File: config.mk
export PLATFORM = sky130hd
export DESIGN_NAME = axi_arbiter
export DESIGN_NICKNAME = d
export VERILOG_FILES = /design/src/rtl/axi_pkg.sv /design/src/rtl/axi_arbiter.sv
export SDC_FILE = /design/constraint.sdc
export NUM_CORES = 1
export LEC_CHECK = 0
export ABC_CLOCK_PERIOD_IN_PS = 1950
export BUFFER_PORTS_ARGS = -buffer_cell sky130_fd_sc_hd__buf_4
export CAP_MARGIN = 25
export CORE_AREA = 10 10 133 135
export CTS_BUF_LIST = sky130_fd_sc_hd__clkbuf_16
export DETAILED_ROUTE_END_ITERATION = 7
export DIE_AREA = 0 0 143 145
export PLACE_DENSITY = 0.56
export SYNTH_ARGS = -nofsm -noshare
export SYNTH_HDL_FRONTEND = slang
export SYNTH_SLANG_ARGS = --single-unit
File: constraint.sdc
create_clock -name clk -period 1.95 [get_ports clk]
set_clock_uncertainty 0.1 [all_clocks]
set_input_delay 0.2925 -clock clk [delete_from_list [all_inputs] [get_ports clk]]
set_output_delay 0.2925 -clock clk [all_outputs]
set_load 0.02 [all_outputs]
File: src/rtl/axi_pkg.sv
package axi_pkg;

    // bus widths
    localparam int addr_w = 32;
    localparam int data_w = 32;
    localparam int strb_w = data_w / 8;   // one strobe per byte

    // read data after reset
    localparam logic [data_w-1:0] nop_word = 32'h0000_0013;   // addi x0, x0, 0

    typedef enum logic [1:0] {
        resp_okay   = 2'b00,
        resp_decerr = 2'b11
    } axi_resp_e;

    // read address channel
    typedef struct packed {
        logic [addr_w-1:0] addr;
    } axi_ar_t;

    // write address channel
    typedef struct packed {
        logic [addr_w-1:0] addr;
    } axi_aw_t;

    // write data channel
    typedef struct packed {
        logic [data_w-1:0] data;
        logic [strb_w-1:0] strb;
    } axi_w_t;

    // read response channel
    typedef struct packed {
        logic [data_w-1:0] data;
        axi_resp_e         resp;
    } axi_r_t;

    // write response channel
    typedef struct packed {
        axi_resp_e resp;
    } axi_b_t;

    // memory slave FSM
    typedef enum logic [2:0] {
        st_idle      = 3'd0,
        st_read      = 3'd1,
        st_write     = 3'd2,
        st_err_read  = 3'd3,   // out of window, answer at once
        st_err_write = 3'd4
    } sram_state_e;

    // arbiter FSM
    typedef enum logic {
        arb_idle = 1'b0,
        arb_busy = 1'b1
    } arb_state_e;

endpackage

File: src/rtl/axi_arbiter.sv
`timescale 1ns/100ps

module axi_arbiter (
    input  logic             clk,
    input  logic             rst_n,

    // fetch master, read only
    input  axi_pkg::axi_ar_t if_ar,
    input  logic             if_ar_valid,
    output logic             if_ar_ready,
    output axi_pkg::axi_r_t  if_r,
    output logic             if_r_valid,
    input  logic             if_r_ready,

    // load/store master
    input  axi_pkg::axi_ar_t ls_ar,
    input  logic             ls_ar_valid,
    output logic             ls_ar_ready,
    input  axi_pkg::axi_aw_t ls_aw,
    input  logic             ls_aw_valid,
    output logic             ls_aw_ready,
    input  axi_pkg::axi_w_t  ls_w,
    input  logic             ls_w_valid,
    output logic             ls_w_ready,
    output axi_pkg::axi_r_t  ls_r,
    output logic             ls_r_valid,
    input  logic             ls_r_ready,
    output axi_pkg::axi_b_t  ls_b,
    output logic             ls_b_valid,
    input  logic             ls_b_ready,

    // toward the slave
    output axi_pkg::axi_ar_t s_ar,
    output logic             s_ar_valid,
    input  logic             s_ar_ready,
    output axi_pkg::axi_aw_t s_aw,
    output logic             s_aw_valid,
    input  logic             s_aw_ready,
    output axi_pkg::axi_w_t  s_w,
    output logic             s_w_valid,
    input  logic             s_w_ready,
    input  axi_pkg::axi_r_t  s_r,
    input  logic             s_r_valid,
    output logic             s_r_ready,
    input  axi_pkg::axi_b_t  s_b,
    input  logic             s_b_valid,
    output logic             s_b_ready
);

    axi_pkg::arb_state_e state;

    logic owner_ls;     // 1 = load/store holds the slave
    logic last_ls;      // last completed grant
    logic is_idle;
    logic is_busy;
    logic if_req;
    logic ls_req;
    logic grant_ls;
    logic sel_ls;
    logic req_hs;
    logic rsp_hs;

    assign is_idle = (state == axi_pkg::arb_idle);
    assign is_busy = (state == axi_pkg::arb_busy);

    assign if_req = if_ar_valid;
    assign ls_req = ls_ar_valid || (ls_aw_valid && ls_w_valid);

    // round robin, the other master wins a tie
    assign grant_ls = ls_req && (!if_req || !last_ls);
    assign sel_ls   = is_idle ? grant_ls : owner_ls;

    // request channels pass through in the grant cycle
    assign s_ar       = sel_ls ? ls_ar : if_ar;
    assign s_ar_valid = is_idle && (sel_ls ? ls_ar_valid : if_ar_valid);
    assign s_aw       = ls_aw;
    assign s_aw_valid = is_idle && sel_ls && ls_aw_valid;
    assign s_w        = ls_w;
    assign s_w_valid  = is_idle && sel_ls && ls_w_valid;

    assign if_ar_ready = is_idle && !sel_ls && s_ar_ready;
    assign ls_ar_ready = is_idle && (sel_ls || !if_req) && s_ar_ready;   // ready while fetch is quiet
    assign ls_aw_ready = is_idle && (sel_ls || !if_req) && s_aw_ready;
    assign ls_w_ready  = is_idle && (sel_ls || !if_req) && s_w_ready;

    // responses go back to the owner only
    assign if_r       = s_r;
    assign ls_r       = s_r;
    assign ls_b       = s_b;
    assign if_r_valid = is_busy && !owner_ls && s_r_valid;
    assign ls_r_valid = is_busy && owner_ls && s_r_valid;
    assign ls_b_valid = is_busy && owner_ls && s_b_valid;
    assign s_r_ready  = is_busy && (owner_ls ? ls_r_ready : if_r_ready);
    assign s_b_ready  = is_busy && owner_ls && ls_b_ready;

    assign req_hs = (s_ar_valid && s_ar_ready)
                 || (s_aw_valid && s_aw_ready && s_w_valid && s_w_ready);
    assign rsp_hs = (s_r_valid && s_r_ready) || (s_b_valid && s_b_ready);

    always_ff @(posedge clk) begin
        if (!rst_n) begin
            state    <= axi_pkg::arb_idle;
            owner_ls <= 1'b0;
            last_ls  <= 1'b0;   // fetch counts as last grant
        end else begin
            case (state)
                axi_pkg::arb_idle: begin
                    if (req_hs) begin
                        state    <= axi_pkg::arb_busy;
                        owner_ls <= sel_ls;
                    end
                end
                axi_pkg::arb_busy: begin
                    if (rsp_hs) begin
                        state   <= axi_pkg::arb_idle;
                        last_ls <= owner_ls;
                    end
                end
                default: state <= axi_pkg::arb_idle;
            endcase
        end
    end

    // slave response reaches one master at most
    assert property (@(posedge clk) disable iff (!rst_n) !(if_r_valid && ls_r_valid))
        else $error("axi_arbiter: read response routed to both masters");

endmodule

# After elaboration in Yosys (flattened, before gate mapping)
# Cells that the tools add are included.
[totals] regBits=3 input_bits=182 out_inout_bits=182 wordCells=47
[classes] muxes=7 bitwise=1 n_reduce_logical=36
[ops] cell="32-bit 2-to-1 mux" n=1
[ops] cell="1-bit logical AND" n=25
[ops] cell="1-bit logical OR" n=5
[ops] cell="1-bit 2-to-1 mux" n=5
[ops] cell="1-bit logical NOT" n=4
[ops] cell="2-bit AND reduction" n=2
[ops] cell="1-bit case mux with 2 select lines" n=1
[ops] cell="1-bit inverter" n=1

# Depth between registers and ports, before layout
[depth] ltp_word=12 mapped_depth=5 depth_no_buf=4

# Least setup slack after synthesis
# Ideal clock, no wire load.
[synth_timing] kind="register to output" start="register last_ls" end="output s_ar[10] in the netlist's numbering" arrival_ns=1.290 t_required_ns=1.558 path_slack_ns=0.268 path_stages_with_launch=6 n_path_buf=1 path_cell_list="dfxtp_1 nand2_1 o21ai_4 o21ai_4 buf_12 mux2_4"
[synth_lines] item="start: declaration" line_no="axi_arbiter.sv:53" source="logic last_ls;"
[synth_lines] item="start signal: assignment" line_no="axi_arbiter.sv:116" source="last_ls <= owner_ls;"
[synth_lines] item="end: declaration" line_no="axi_arbiter.sv:33" source="output axi_pkg::axi_ar_t s_ar,"

==> run_results.csv <==
group,metric,value,unit
clock_network,cts_hold_buf,0,
global_routing,grt_first_pass_wirelength,9.69,mm
hold_path,hold_depth,2,
global_routing,grt_pass1_vias,1563,
clock_network,clk_latency,0.22,ns
setup_path,reg2reg_slack,0.28,ns
power_and_ir_drop,internal_power,0.000816,W
power_and_ir_drop,powerDensity,521,mW/mm^2
setup_path,r2r_end,"owner_ls",
place,placed_cells,393,
timing,slew-limit-headroom,0.788,
place,io_buffers,121,
cells_and_area,fin_area,0.00235,sq mm
setup_path,max_stage_delay,0.32,ns
yosys,yosys.area_share.simple,0.0723,
clock_network,path_clk_slew,0.03,ns
yosys,ys_warn_count,0,
power_and_ir_drop,p_clk_frac,0.261,
setup_path,worst-path-buf-inv,3,
clock_network,cts_max_level,1,
power_and_ir_drop,pwr-share-comb,0.679,
yosys,syn_nets,400,
clock_network,clockBufferDepth,2,
drt,viasPerCell,3.33,
global_routing,antenna_found_initial,1,
yosys,yosys.area_share.adder,0,
setup_path,arrival,1.61,ns
floorplanning,die_area,0.0207,sq mm
power_and_ir_drop,ir_drop,0.431,mV
setup_path,crit_start,"last_ls",
status,violations,"setup timing",
timing,rsz0062_at_grt,"yes",
timing,layout_worst_path_cycle_share,1.03,
yosys,synth_top_family_by_area,"buffers and inverters",
yosys,synthCells,218,
floorplanning,boundaryPins,364,
global_routing,grt_max_degree,17,
yosys,synthXorXnorAreaFrac,0,
yosys,yosys.area.top_type,"buf_4",
setup_path,path_cells,"nand2_2 > o21ai_4 > o21ai_4 > buf_6 > clkbuf_16 > mux2_4 > buf_6",
cells_and_area,final_cells,405,
global_routing,grtUsageTotal,0.0599,
place,hpwl,6.10,mm
drt,via_count,1347,
power_and_ir_drop,seqPwrFrac,0.060,
setup_path,crit_path_end_kind,"output pin",
cells_and_area,n_fill_cell,1678,
timing,final_hold_viol_count,0,
yosys,netlist_area,0.00190,sq mm
drt,wl_per_cell,18.1,um
cells_and_area,area_delta_synth_final,23.5,%
floorplanning,die_w,143,um
floorplanning,start_util,0.127,
run,maxCapViolCount,0,
clock_network,cts_buffers,3,
setup_path,cp.depth,7,
clock_network,cts_tree,"yes",
floorplanning,die_height,145,um
setup_path,cp_top_family,"buffers and inverters",
yosys,avgSynthCellArea,8.73,sq um
clock_network,root_buffer,"clkbuf_16",
power_and_ir_drop,p_leak,1.18,nW
timing,fmax,0.498,GHz
yosys,yosys-top-cells-area,"buf_4 55%, mux2_4 24%, buf_12 3.2%",
setup_path,r2r-start,"last_ls",
timing,report.final.slew_viol_count,0,
drt,final_antenna_net_count,0,
setup_path,startpoint_type,"flip-flop",
yosys,synth_compound_area_frac,0.0533,
timing,min_period,2.01,ns
hold_path,min_from,"rst_n",
clock_network,numClockSinks,3,
cells_and_area,layout_commonest_cell,"buf_4",
timing,max_slew.worst_pin.slew,0.314,ns
place,place.gp.congestion,0.787,
timing,whs,0.239,ns
cells_and_area,final_nets,399,
yosys,yosysTopAreaCellShare,0.552,
setup_path,slowest_stage,"dfxtp_2",
yosys,yosys_register_bits,3,
yosys,synth.mux.area_fraction,0.259,
setup_path,cp.required,1.56,ns
drt,first_pass_iters,2,
drt,drt_iter0_markers,20,
power_and_ir_drop,p_switching,0.000407,W
place,placed_area,0.00202,sq mm
setup_path,critical_path_class,"reg -> out",
status,status,"finished with violations",
yosys,yosysUniqueCellTypes,24,
floorplanning,design.core.area,0.0150,sq mm
setup_path,cp_max_fo,8,
global_routing,gr-total-overflow,0,
setup_path,r2r_cells,7,
cells_and_area,final_cell_mix,"99 x buf_4, 34 x buf_6, 32 x mux2_4",
drt,drcViolationCount,0,
timing,postLayoutSetupSlackWorst,-0.0561,ns
cells_and_area,drive_above_1_share,0.829,
hold_path,whs_endpoint,"last_ls",
hold_path,holdCritPathClass,"in -> reg",
timing,setup_viol,32,
floorplanning,core.rowCount,45,
power_and_ir_drop,switching_share,0.333,
yosys,ys_seq_area_frac,0.0316,
drt,drt-total-wl,7.33,mm
## logic make-up after synthesis
logic type,Yosys count
compound gates,12
mux,34
flops,3
simple gates,26
buf+inv,143
## cells in the mapped netlist
cell type and number:
o211a_1 1, nand3_1 2, mux2_2 2, and2_4 1, and2_1 2, nor3b_1 1
buf_12 3, mux2_4 30, a211oi_1 1, a41oi_1 1, or2b_1 1, a21oi_1 4
and3_1 3, o21ai_4 2, nand2b_1 2, dfxtp_1 3, nor2b_1 1, and3b_1 1
a21boi_0 1, nor2_1 5, o21a_1 2, nand2_1 7, buf_4 140, mux2i_1 2
## sequential cells by signal, summed over array words and instances (netlist names)
signal	flops
is_busy	1
last_ls	1
owner_ls	1
## repair_timing
item | CTS | global route
hold endpoints to repair | 0 | 0
setup endpoints to repair | 32 | 32
gates cloned | 2 | 1
pin swaps | 1 | 2
resized for setup | 27 | 15
setup buffers | 3 | 1
## per-layer routing
metal	share of wire	GRT usage	vias to the layer above
li1	-	-	568
met1	0.34	0.0517	590
met2	0.47	0.103	158
met3	0.14	0.0316	31
met4	0.052	0.0439	0
met5	0	0	-
## final cells by class
type                            count  area, sq um  area share
Clock buffer                        3         75.1      0.0319
Antenna cell                        1         2.50     0.00106
Clock inverter                      1         3.75     0.00160
Multi-Input combinational cell     72          744       0.317
Tap cell                          188          235       0.100
Sequential cell                     3         62.6      0.0266
Timing Repair Buffer              137         1230       0.522
## how the worst max path moves through the flow
| stage | slack, ns | endpoint |
|---|---|---|
| 5_1_grt | -0.10 | s_ar[25] |
| 3_5_place_dp | -0.02 | s_ar[0] |
| 6_report | -0.06 | s_ar[13] |
| 2_1_floorplan | 0.27 | s_ar[10] |
| 4_1_cts | -0.11 | s_ar[30] |
| 3_3_place_gp | -0.01 | s_ar[0] |
## power by group through the flow
stage,clock (W),sequential (W),combinational (W)
floorplan,0,0.0000702,0.000811
global placement,0,0.0000728,0.000692
detailed placement,0,0.0000729,0.000699
CTS,0.000325,0.0000734,0.000796
global route,0.000330,0.0000741,0.000874
finish,0.000320,0.0000730,0.000831
## through the flow
step                       util  worst slack (ns)  total power, W  TNS, ns
final                     0.156           -0.0561         0.00122    -1.13
after global routing      0.156            -0.105         0.00128    -2.86
after CTS                 0.150            -0.106         0.00119    -2.88
after detailed placement  0.134           -0.0238        0.000772  -0.0456
after global placement    0.134           -0.0126        0.000765  -0.0219
after floorplan               -             0.268        0.000882        0
Power figures use the tool's default switching activity.
